`src/verilog/thrBusPkg.sv`:
```
// Configuration bus definitions for the thresholding unit
// AXI-Lite-style request and response structs plus the core table write command
`default_nettype none

package thrBusPkg;

	localparam int unsigned AddrBits = 16;  // Byte address
	localparam int unsigned DataBits = 32;
	localparam int unsigned ChanFieldBits = 8;
	localparam int unsigned IndexFieldBits = 8;
	localparam int unsigned ValueFieldBits = 16;

	localparam logic [1:0] respOkay = 2'b00;

	// Write path, driven by the bus master
	typedef struct packed {
		logic awValid;
		logic [AddrBits-1:0] awAddr;
		logic wValid;
		logic [DataBits-1:0] wData;
		logic bReady;
	} axiWriteReq;

	typedef struct packed {
		logic awReady;
		logic wReady;
		logic bValid;
		logic [1:0] bResp;
	} axiWriteRsp;

	// Read path
	typedef struct packed {
		logic arValid;
		logic [AddrBits-1:0] arAddr;  // Not decoded
		logic rReady;
	} axiReadReq;

	typedef struct packed {
		logic arReady;
		logic rValid;
		logic [DataBits-1:0] rData;
		logic [1:0] rResp;
	} axiReadRsp;

	// One threshold table write, valid for a single cycle
	typedef struct packed {
		logic en;
		logic [ChanFieldBits-1:0] channel;
		logic [IndexFieldBits-1:0] index;  // Flat index 0 .. 2^N-2
		logic [ValueFieldBits-1:0] value;
	} thresholdWrite;

endpackage

`default_nettype wire

```
`src/verilog/thrStreamPkg.sv`:
```
// Stream definitions for the thresholding unit
// Input and output beats and the token passed along the search chain
`default_nettype none

package thrStreamPkg;

	localparam int unsigned InLaneBits = 16;
	localparam int unsigned OutLaneBits = 8;
	localparam int unsigned TagBits = 8;  // Channel and prefix fields

	typedef struct packed {
		logic valid;
		logic [InLaneBits-1:0] data;
	} inBeat;

	typedef struct packed {
		logic valid;
		logic [OutLaneBits-1:0] data;
	} outBeat;

	// Search item, prefix grows by one bit per stage
	typedef struct packed {
		logic valid;
		logic [TagBits-1:0] channel;
		logic [InLaneBits-1:0] value;
		logic [TagBits-1:0] prefix;  // Result bits decided so far, LSB newest
	} stageToken;

endpackage

`default_nettype wire

```
`src/verilog/configPort.sv`:
```
// Threshold configuration slave
// Latches AXI-Lite address and data halves and issues table writes on the response
`timescale 1ns/1ps
`default_nettype none

module configPort #(
	parameter int unsigned N = 4,  // Output precision
	parameter int unsigned M = 8,  // Threshold precision
	parameter int unsigned C = 3   // Channels
) (
	input logic clk,
	input logic rst,
	input thrBusPkg::axiWriteReq writeReq,
	output thrBusPkg::axiWriteRsp writeRsp,
	input thrBusPkg::axiReadReq readReq,
	output thrBusPkg::axiReadRsp readRsp,
	output thrBusPkg::thresholdWrite thrWrite
);
	localparam int unsigned ChanBits = (C < 2) ? 1 : $clog2(C);

	logic addrBusy;  // Address half held
	logic dataBusy;  // Data half held
	logic [ChanBits-1:0] wrChannel;
	logic [N-1:0] wrIndex;
	logic [M-1:0] wrValue;
	logic respDone;  // B handshake
	logic rdBusy;    // Read response pending

	assign respDone = addrBusy && dataBusy && writeReq.bReady;

	// Halves are taken independently, freed together
	always_ff @(posedge clk) begin
		if (rst || respDone) begin
			addrBusy <= 1'b0;
			dataBusy <= 1'b0;
		end else begin
			if (!addrBusy && writeReq.awValid) begin
				addrBusy <= 1'b1;
			end
			if (!dataBusy && writeReq.wValid) begin
				dataBusy <= 1'b1;
			end
		end
	end

	// Byte address to word address, bits 1:0 dropped
	always_ff @(posedge clk) begin
		if (!addrBusy) begin
			wrIndex <= writeReq.awAddr[N+1:2];                     // Low N bits of the word address
			wrChannel <= writeReq.awAddr[N+1+ChanBits:N+2];        // Channel sits above the index
		end
		if (!dataBusy) begin
			wrValue <= writeReq.wData[M-1:0];  // Upper data bits ignored
		end
	end

	assign writeRsp = '{
		awReady: !addrBusy,
		wReady: !dataBusy,
		bValid: addrBusy && dataBusy,
		bResp: thrBusPkg::respOkay
	};

	// Table write fires with the response handshake
	assign thrWrite = '{
		en: respDone,
		channel: 8'(wrChannel),
		index: 8'(wrIndex),
		value: 16'(wrValue)
	};

	// Read responder, no readback of the tables
	always_ff @(posedge clk) begin
		if (rst) begin
			rdBusy <= 1'b0;
		end else if (rdBusy) begin
			rdBusy <= !readReq.rReady;  // Hold until taken
		end else begin
			rdBusy <= readReq.arValid;
		end
	end

	assign readRsp = '{
		arReady: !rdBusy,
		rValid: rdBusy,
		rData: {thrBusPkg::DataBits{1'b1}},  // Every read answers all ones
		rResp: thrBusPkg::respOkay
	};

endmodule

`default_nettype wire

```
`src/verilog/outputSkidBuffer.sv`:
```
// Two-entry output buffer
// Absorbs the result in flight on a stall and derives the pipeline enable
`timescale 1ns/1ps
`default_nettype none

module outputSkidBuffer (
	input logic clk,
	input logic rst,
	input thrStreamPkg::outBeat result,
	input logic outReady,
	output logic en,
	output thrStreamPkg::outBeat outData
);
	thrStreamPkg::outBeat outReg;   // Presented downstream
	thrStreamPkg::outBeat holdReg;  // Parking slot
	logic outFree;                  // Output register may load

	assign outFree = !outReg.valid || outReady;

	always_ff @(posedge clk) begin
		if (rst) begin
			outReg.valid <= 1'b0;
			holdReg.valid <= 1'b0;
		end else begin
			if (outFree) begin
				// Parked beat goes first to keep order
				outReg <= holdReg.valid ? holdReg : result;
			end
			// Park when a beat arrives against a stalled output
			holdReg.valid <= outReg.valid && !outReady && (holdReg.valid || result.valid);
			if (!holdReg.valid) begin
				holdReg.data <= result.data;
			end
		end
	end

	// Core freezes while a beat is parked
	assign en = !holdReg.valid;
	assign outData = outReg;

endmodule

`default_nettype wire

```
`src/verilog/thresholdCore.sv`:
```
// Multi-threshold core
// Tags beats with a rotating channel and runs them through N binary search stages
`timescale 1ns/1ps
`default_nettype none

module thresholdCore #(
	parameter int unsigned N = 4,
	parameter int unsigned M = 8,
	parameter int unsigned C = 3,
	parameter int BIAS = 0  // Added to the threshold count
) (
	input logic clk,
	input logic rst,
	input logic en,  // Global pipeline enable
	input thrBusPkg::thresholdWrite thrWrite,
	input thrStreamPkg::inBeat inData,
	output thrStreamPkg::outBeat result
);
	localparam int unsigned ChanBits = (C < 2) ? 1 : $clog2(C);

	logic [ChanBits-1:0] chan;  // Channel of the beat now at the input
	thrStreamPkg::stageToken tokens [N+1];

	// Round-robin channel, implied by beat order
	if (C == 1) begin : gSingleChan
		assign chan = '0;
	end else begin : gRotateChan
		logic [ChanBits-1:0] chanCnt;
		logic last;    // Counter sits on C-1
		logic accept;

		assign accept = inData.valid && en;

		always_ff @(posedge clk) begin
			if (rst || (last && accept)) begin
				chanCnt <= '0;  // Wrap
				last <= 1'b0;
			end else if (accept) begin
				chanCnt <= chanCnt + 1'b1;
				last <= chanCnt == ChanBits'(C - 2);  // Next one is the final channel
			end
		end

		assign chan = chanCnt;
	end

	// First token, nothing decided yet
	assign tokens[0] = '{
		valid: inData.valid,
		channel: 8'(chan),
		value: inData.data,
		prefix: '0
	};

	for (genvar s = 0; s < N; s++) begin : gStage
		thresholdStage #(
			.STAGE(s),
			.N(N),
			.M(M),
			.C(C)
		) stage (
			.clk(clk),
			.rst(rst),
			.en(en),
			.thrWrite(thrWrite),
			.tokenIn(tokens[s]),
			.tokenOut(tokens[s+1])
		);
	end

	// Count of reached thresholds, offset into the signed output range
	assign result = '{
		valid: tokens[N].valid,
		data: 8'(tokens[N].prefix[N-1:0]) + 8'(BIAS)  // Two's complement wrap in lane
	};

endmodule

`default_nettype wire

```
`src/verilog/thresholdStage.sv`:
```
// One binary search stage of the threshold pipeline
// Holds the C x 2^STAGE thresholds this stage can consult and decides one result bit
`timescale 1ns/1ps
`default_nettype none

module thresholdStage #(
	parameter int unsigned STAGE = 0,  // 0 decides the MSB
	parameter int unsigned N = 4,
	parameter int unsigned M = 8,
	parameter int unsigned C = 3
) (
	input logic clk,
	input logic rst,
	input logic en,
	input thrBusPkg::thresholdWrite thrWrite,
	input thrStreamPkg::stageToken tokenIn,
	output thrStreamPkg::stageToken tokenOut
);
	localparam int unsigned Depth = 2 ** STAGE;  // Reachable prefixes
	localparam int unsigned PosBits = (STAGE < 1) ? 1 : STAGE;
	localparam int unsigned ChanBits = (C < 2) ? 1 : $clog2(C);
	localparam int unsigned TrailZeros = N - 1 - STAGE;
	localparam logic [8:0] TzMask = 9'((1 << (TrailZeros + 1)) - 1);
	localparam logic [8:0] TzBit = 9'(1 << TrailZeros);

	logic [M-1:0] thrMem [C][Depth];
	logic [8:0] idxInc;  // Flat index plus one
	logic wrHit;
	logic [PosBits-1:0] wrPos;
	logic [M-1:0] rdThr;
	logic geBit;
	thrStreamPkg::stageToken nextToken;

	// Only indices whose successor has exactly TrailZeros trailing zeros live here
	assign idxInc = {1'b0, thrWrite.index} + 9'd1;
	assign wrHit = thrWrite.en && (thrWrite.channel < 8'(C)) && ((idxInc & TzMask) == TzBit);
	assign wrPos = PosBits'(idxInc >> (N - STAGE));  // Prefix that selects this threshold

	always_ff @(posedge clk) begin
		if (wrHit) begin
			thrMem[thrWrite.channel[ChanBits-1:0]][wrPos] <= thrWrite.value[M-1:0];
		end
	end

	// Threshold at the middle of the interval left by the prefix
	assign rdThr = thrMem[tokenIn.channel[ChanBits-1:0]][tokenIn.prefix[PosBits-1:0]];
	assign geBit = tokenIn.value[M-1:0] >= rdThr;

	always_comb begin
		nextToken = tokenIn;
		nextToken.prefix = {tokenIn.prefix[6:0], geBit};  // Append decided bit
	end

	// Advances only with the pipeline enable
	always_ff @(posedge clk) begin
		if (rst) begin
			tokenOut.valid <= 1'b0;
		end else if (en) begin
			tokenOut <= nextToken;
		end
	end

endmodule

`default_nettype wire

```
`src/verilog/thresholdingTop.sv`:
```
// Thresholding unit top level
// Connects the configuration slave, the search core and the output buffer
`timescale 1ns/1ps
`default_nettype none

module thresholdingTop #(
	parameter int unsigned N = 4,  // Output bits
	parameter int unsigned M = 8,  // Input bits
	parameter int unsigned C = 3,  // Channels
	parameter int BIAS = 0
) (
	input logic clk,
	input logic rst,
	input thrBusPkg::axiWriteReq writeReq,
	output thrBusPkg::axiWriteRsp writeRsp,
	input thrBusPkg::axiReadReq readReq,
	output thrBusPkg::axiReadRsp readRsp,
	input thrStreamPkg::inBeat inData,
	output logic inReady,
	output thrStreamPkg::outBeat outData,
	input logic outReady
);
	thrBusPkg::thresholdWrite thrWrite;
	thrStreamPkg::outBeat result;  // Core output, before buffering
	logic en;

	configPort #(
		.N(N),
		.M(M),
		.C(C)
	) cfg (
		.clk(clk),
		.rst(rst),
		.writeReq(writeReq),
		.writeRsp(writeRsp),
		.readReq(readReq),
		.readRsp(readRsp),
		.thrWrite(thrWrite)
	);

	thresholdCore #(
		.N(N),
		.M(M),
		.C(C),
		.BIAS(BIAS)
	) core (
		.clk(clk),
		.rst(rst),
		.en(en),
		.thrWrite(thrWrite),
		.inData(inData),
		.result(result)
	);

	outputSkidBuffer skid (
		.clk(clk),
		.rst(rst),
		.result(result),
		.outReady(outReady),
		.en(en),
		.outData(outData)
	);

	assign inReady = en;  // Input accepted whenever the pipeline moves

endmodule

`default_nettype wire
```
`config.mk`:
```
export PLATFORM = sky130hd
export DESIGN_NAME = thresholdingTop
export DESIGN_NICKNAME = d
export VERILOG_FILES = /design/src/verilog/thrBusPkg.sv /design/src/verilog/thrStreamPkg.sv /design/src/verilog/configPort.sv /design/src/verilog/outputSkidBuffer.sv /design/src/verilog/thresholdCore.sv /design/src/verilog/thresholdStage.sv /design/src/verilog/thresholdingTop.sv
export SDC_FILE = /design/constraint.sdc
export NUM_CORES = 1
export LEC_CHECK = 0
export BUFFER_PORTS_ARGS = -buffer_cell sky130_fd_sc_hd__clkbuf_2
export CAP_MARGIN = 10
export CORE_MARGIN = 8
export CORE_UTILIZATION = 45
export DETAILED_ROUTE_END_ITERATION = 8
export PLACE_DENSITY = 0.67
export SYNTH_ARGS = -nofsm -noshare
export SYNTH_HDL_FRONTEND = slang
export SYNTH_SLANG_ARGS = --single-unit
export TNS_END_PERCENT = 1
```
`constraint.sdc`:
```
create_clock -name clk -period 3.9 [get_ports clk]
set_input_delay 0 -clock clk [delete_from_list [all_inputs] [get_ports clk]]
set_output_delay 0 -clock clk [all_outputs]
set_load 0.02 [all_outputs]
```
=== After elaboration in Yosys (flattened, before gate mapping) ===
Memories as Yosys holds them, arrays and structs flattened. A register that Yosys moved wholly into a read port is not among the register bits.
Index checks and enable logic that the tools add are counted.

* Output and inout bits: 51
* Flip-flop bits (word level): 74
* Memories kept: 4
* Logic and storage cells: 121
* Input bits: 89
* Bits in writable memories: 360

{| class="wikitable"
|+ Memory list
! memory !! words !! bits a word !! rd ports !! clocked after Yosys merged registers in !! wr ports !! RTL line !! text
|-
| core.gStage[3].stage.thrMem || 3 || 64 || 1 || 1 || 1 || thresholdStage.sv:26 || <nowiki>logic [M-1:0] thrMem [C][Depth];</nowiki>
|-
| core.gStage[2].stage.thrMem || 3 || 32 || 1 || 1 || 1 || thresholdStage.sv:26 ||
|-
| core.gStage[1].stage.thrMem || 3 || 16 || 1 || 1 || 1 || thresholdStage.sv:26 ||
|-
| core.gStage[0].stage.thrMem || 3 || 8 || 1 || 1 || 1 || thresholdStage.sv:26 ||
|}

* Muxes and demuxes: 31
* Reductions and logical operators: 30
* Order comparisons: 16
* Add/sub/neg operators: 2
* Bitwise operators: 8
* Equal/unequal tests: 4

{| class="wikitable"
|+ Operators by type and width
! cell !! count
|-
| $mux W8 || 10
|-
| $mux W64 || 1
|-
| $ge A8 B8 Y1 || 4
|-
| $mux W32 || 1
|-
| $bmux W8 S3 || 1
|-
| $demux W8 S3 || 1
|-
| $logic_and A1 B1 Y1 || 17
|-
| $bmux W8 S2 || 1
|-
| $demux W8 S2 || 1
|-
| $mux W16 || 1
|-
| $mux W2 || 5
|-
| $mux W9 || 1
|-
| $demux W8 S1 || 1
|-
| $ge A4 B4 Y1 const B || 2
|-
| $not A3 Y4 || 2
|-
| $logic_not A1 Y1 || 7
|-
| $mux W1 || 7
|-
| $ge A3 B3 Y1 const B || 2
|-
| $not A2 Y3 || 2
|-
| $add A4 B1 Y5 const B || 1
|-
| $eq A4 B4 Y1 const B || 1
|-
| $ge A2 B2 Y1 const B || 2
|-
| $logic_or A1 B1 Y1 || 4
|-
| $lt A4 B1 Y1 const B || 1
|-
| 12 further kinds || 15
|}

=== Logic depth before layout (Yosys ltp) ===
* Depth after elaboration: 7
* Mapped depth: 13
* Depth with buffers taken out: 10

=== Modules after synthesis ===
Synthesis repeated with hierarchy kept, for this count alone.

* Cells, all modules: 1115
* Area total of the unflattened synthesis: 21082.7 µm²

{| class="wikitable"
|+ By module, submodules not included
! module !! cells an instance !! area an instance (µm²) !! instances !! sequential area each (µm²)
|-
| thresholdStage (core.gStage[3].stage) || 465 || 8918.6 || 1 || 6746.5
|-
| thresholdStage (core.gStage[2].stage) || 240 || 5082.4 || 1 || 3863.7
|-
| thresholdStage (core.gStage[1].stage) || 157 || 3104.2 || 1 || 2422.3
|-
| thresholdStage (core.gStage[0].stage) || 113 || 2139.6 || 1 || 1701.6
|-
| configPort || 87 || 969.7 || 1 || 480.5
|-
| outputSkidBuffer || 34 || 681.9 || 1 || 520.5
|-
| thresholdCore || 19 || 186.4 || 1 || 60.1
|}

=== Worst setup path before layout ===
No wires, ideal clock.

* Path type: reg2reg
* From: register skid.holdReg[8] in the netlist's numbering
* To: register with a tool-made name
* Data required time: 3.778 ns
* Data arrival time: 3.137 ns
* Stages on the path, launching flop included: 4
* Slack: 0.640 ns
* Library setup time: 0.122 ns
* Clock period less this slack: 3.260 ns
* Path buffers: 1
* Cells stage by stage: dfxtp_1 clkbuf_1 nor2_1 mux2_2

{| class="wikitable"
|+ RTL lines
! element !! RTL line !! text
|-
| start, declared || outputSkidBuffer.sv:15 || <nowiki>thrStreamPkg::outBeat holdReg;</nowiki>
|}

==> flow_metrics.py <==
metrics = {
    "run_status": {
        "outcome": "finished, final reports clean",
    },
    "yosys": {
        "synth_seq_cells": 442,
        "syn_area_sq_mm": 0.0178,
        "synthDistinctLibCells": 44,
        "yosysTopAreaCell": "edfxtp_1",
        "synthAdderAreaFrac_pct": 2.53,
        "synth_top_area_share_pct": 71.3,
        "synth_compound_area_share_pct": 3.81,
        "muxShareOfSynthArea_pct": 13.1,
        "synthTopCellsByCount": "edfxtp_1 (422), nor2_1 (72), mux2i_1 (59)",
        "async_flop_share_pct": 0,
        "synth-simple-area-share_pct": 3.75,
        "synth.area.top_cells": "edfxtp_1 (71%), mux4_2 (7.1%), mux2i_1 (3.3%), ha_1 (2.5%), dfxtp_1 (2.3%)",
        "synth.most_common_cell": "edfxtp_1",
        "synth_xor_area_share_pct": 0.0493,
        "seq_area_frac_synth_pct": 73.5,
        "synth_top_family_by_area": "multiplexers",
        "avgSynthCellArea_sq_um": 18.2,
        "synth_warnings": 0,
        "synth_edf_count": 422,
        "syn_inst": 978,
        "synthFlopType": "edfxtp_1",
    },
    "die": {
        "start_util_pct": 45.2,
        "ios": 140,
        "fp-row-count": 73,
        "core-area_sq_mm": 0.0394,
        "fp.dieArea_sq_mm": 0.0461,
        "die_width_microns": 215,
        "die_y_microns": 215,
    },
    "global_routing": {
        "first_global_vias": 8972,
        "antenna_found_initial": 0,
        "grt.overflow.total": 0,
        "track_usage_pct": 15.1,
        "grt_max_degree": 46,
        "grt_pass1_wl_microns": 53900,
    },
    "clock_network": {
        "clock_sinks": 442,
        "cts_made_buffers": 45,
        "clk_pin_slew_ns": 0.06,
        "root_buffer": "clkbuf_16",
        "cts_resized": 0,
        "cts_tree": "yes",
        "cts_setup_buffers": 0,
        "clock_latency_ns": 0.54,
        "cts_buffer_depth": 3,
        "hold_buffers": 33,
        "h-tree-depth": 2,
    },
    "layout": {
        "regArea_sq_mm": 0.0131,
        "fillCellCount": 3114,
        "areaGrowthSynthToFinish_pct": 14.3,
        "final_util_pct": 51.6,
        "fin_nets": 1224,
        "multiInputGateArea_sq_mm": 0.00430,
        "n_antenna_cell": 0,
        "drive_above_1_share_pct": 21.8,
    },
    "pwr": {
        "irDropWorstVdd_v": 0.000441,
        "power.leakage_nw": 6.99,
        "powerDensity_mw_per_mm2": 507,
    },
    "setup_path": {
        "crit_chain": "buf_4 > nor2b_1 > nand2_1 > a32oi_1 > nand3_1 > ha_1 > nand2b_1 > a21o_1 > a21o_1 > a21oi_1 > o21ai_0",
        "cp_common_cell": "a21o_1",
        "crit_path_max_fanout": 19,
        "critPathMaxStageDelay_ns": 0.65,
        "r2r_end": "core.gStage[3].stage.tokenOut[0]$_DFFE_PP_",
        "cp-end-kind": "flip-flop",
        "r2r_cells": 11,
        "worst_path_max_delay_cell": "dfxtp_2",
        "regToRegSetupSlack_ns": 0.60,
        "crit_type": "reg -> reg",
        "crit_required_ns": 4.17,
        "start_kind": "flip-flop",
        "critPathArrivalTime_ns": 3.57,
    },
    "timing": {
        "setup-violations-final": 0,
        "final_max_slew_viol_count": 0,
        "post-route-period-util_pct": 84.5,
        "finalHoldViolations": 0,
        "tightest_slew_ns": 1.06,
        "maxSlewHeadroom_pct": 29.0,
        "tns_ns": 0,
        "finClkSkew_ns": 0.0133,
        "rsz0062_at_grt": "false",
        "worst_hold_slack_ns": 0.174,
        "period_needed_ns": 3.30,
        "fin_ws_ns": 0.604,
        "fmax_mhz": 303,
    },
    "flow_run": {
        "cap_violations": 0,
    },
    "placement": {
        "placement.io_buffers": 41,
        "pre_cts_slack_ns": 0.636,
        "gp_congestion": 0.773,
        "dp.final_hpwl_microns": 22200,
    },
    "route": {
        "drt_pass1_iterations": 5,
        "drc": 0,
        "antenna_left": 0,
        "drt_iter0_markers": 667,
        "wl_microns": 35400,
        "vias_per_cell": 5.35,
        "vias": 8858,
        "routedWlPerCell_microns": 21.4,
    },
    "worst_hold_path": {
        "hold_start": "writeReq[39]",
        "hold_depth": 2,
        "hold_class": "in -> reg",
        "min_to": "cfg.wrIndex[3]$_DFFE_PN_",
    },
}
-- stage by stage --
stage	instance area, sq um	power (W)	std cells
2_1_floorplan	17900	0.00612	1016
3_3_place_gp	18600	0.00638	1541
3_5_place_dp	18600	0.00641	1541
4_1_cts	20300	0.0104	1653
5_1_grt	20300	0.0106	1656
6_report	20300	0.0103	1656
-- power breakdown --
part / leakage (nW) / internal, W / switching, W
Combinational: 2.31 / 0.000407 / 0.000533
Clock: 0.659 / 0.00229 / 0.00167
Sequential: 4.01 / 0.00530 / 0.0000880
Total: 6.99 / 0.00800 / 0.00230
-- cell usage in the layout (no fill, tap or decap), types with 11 or more instances in the layout --
| master | Yosys | final |
|---|---|---|
| mux2i_1 | 59 | 59 |
| ha_1 | 36 | 36 |
| nand2b_1 | 11 | 11 |
| mux4_2 | 56 | 56 |
| edfxtp_1 | 422 | 422 |
| o21ai_0 | 13 | 13 |
| buf_4 | 42 | 40 |
| inv_1 | 12 | 12 |
| clkbuf_2 | 1 | 41 |
| clkbuf_1 | 23 | 16 |
| dfxtp_1 | 20 | 19 |
| nand2_1 | 28 | 28 |
| a21o_1 | 12 | 12 |
| nor3_1 | 12 | 12 |
| conb_1 | 2 | 40 |
| dlygate4sd3_1 | 0 | 33 |
| clkbuf_16 | 0 | 47 |
| mux2_2 | 31 | 31 |
| nor2_1 | 72 | 71 |
| a21oi_1 | 36 | 36 |
-- layout make-up --
class | instances | area share, %
clock buffers | 64 | 6.15
clock inverters | 15 | 0.486
inverters | 12 | 0.222
multi-input cells | 479 | 21.2
flip-flops and latches | 442 | 64.3
well taps | 525 | 3.23
repair buffers | 119 | 4.41
-- logic make-up after synthesis --
family | count (synthesis)
simple gates | 149
fa+ha+maj | 36
mux | 157
other cells | 2
buf+inv | 95
flops | 442
compound gates | 96
xor+xnor | 1
-- how the worst max path moves through the flow --
stage                                from                                          to  cells past startpoint
6_report                        flip-flop  core.gStage[3].stage.tokenOut[0]$_DFFE_PP_                     11
2_1_floorplan  skid.holdReg[8]$_SDFF_PP0_                                   flip-flop                      3
3_5_place_dp                    flip-flop  core.gStage[3].stage.tokenOut[0]$_DFFE_PP_                     11
3_3_place_gp                    flip-flop  core.gStage[3].stage.tokenOut[0]$_DFFE_PP_                     11
4_1_cts                         flip-flop  core.gStage[3].stage.tokenOut[0]$_DFFE_PP_                     11
5_1_grt                         flip-flop  core.gStage[3].stage.tokenOut[0]$_DFFE_PP_                     11
-- layer usage --
metal / GRT usage [%] / share of wire, % / vias to the layer above
met2: 24.3 / 48 / 265
met5: 0 / 0 / -
met4: 4.52 / 2.5 / 0
met3: 2.64 / 5.5 / 63
li1: - / - / 4012
met1: 21.1 / 44 / 4518
-- critical path: cells and delay by family (launching register included) --
| family | cells | cell delay [ns] |
|---|---|---|
| compound gates | 5 | 0.83 |
| fa+ha+maj | 1 | 0.28 |
| buf+inv | 1 | 0.31 |
| flops | 1 | 0.65 |
| simple gates | 4 | 0.94 |
-- registers in the layout (all words and copies together), names as in the netlist, named ones only --
register and cells:
cfg.addrBusy 1, cfg.dataBusy 1, cfg.rdBusy 1, cfg.wrChannel 2, cfg.wrIndex 4, cfg.wrValue 8
core.chan 2, core.gRotateChan.last 1, core.gStage.stage.thrMem 360, core.gStage.stage.tokenOut 44, skid.holdReg 5, skid.outData 5
No activity file was read; power rests on OpenSTA's default activity.
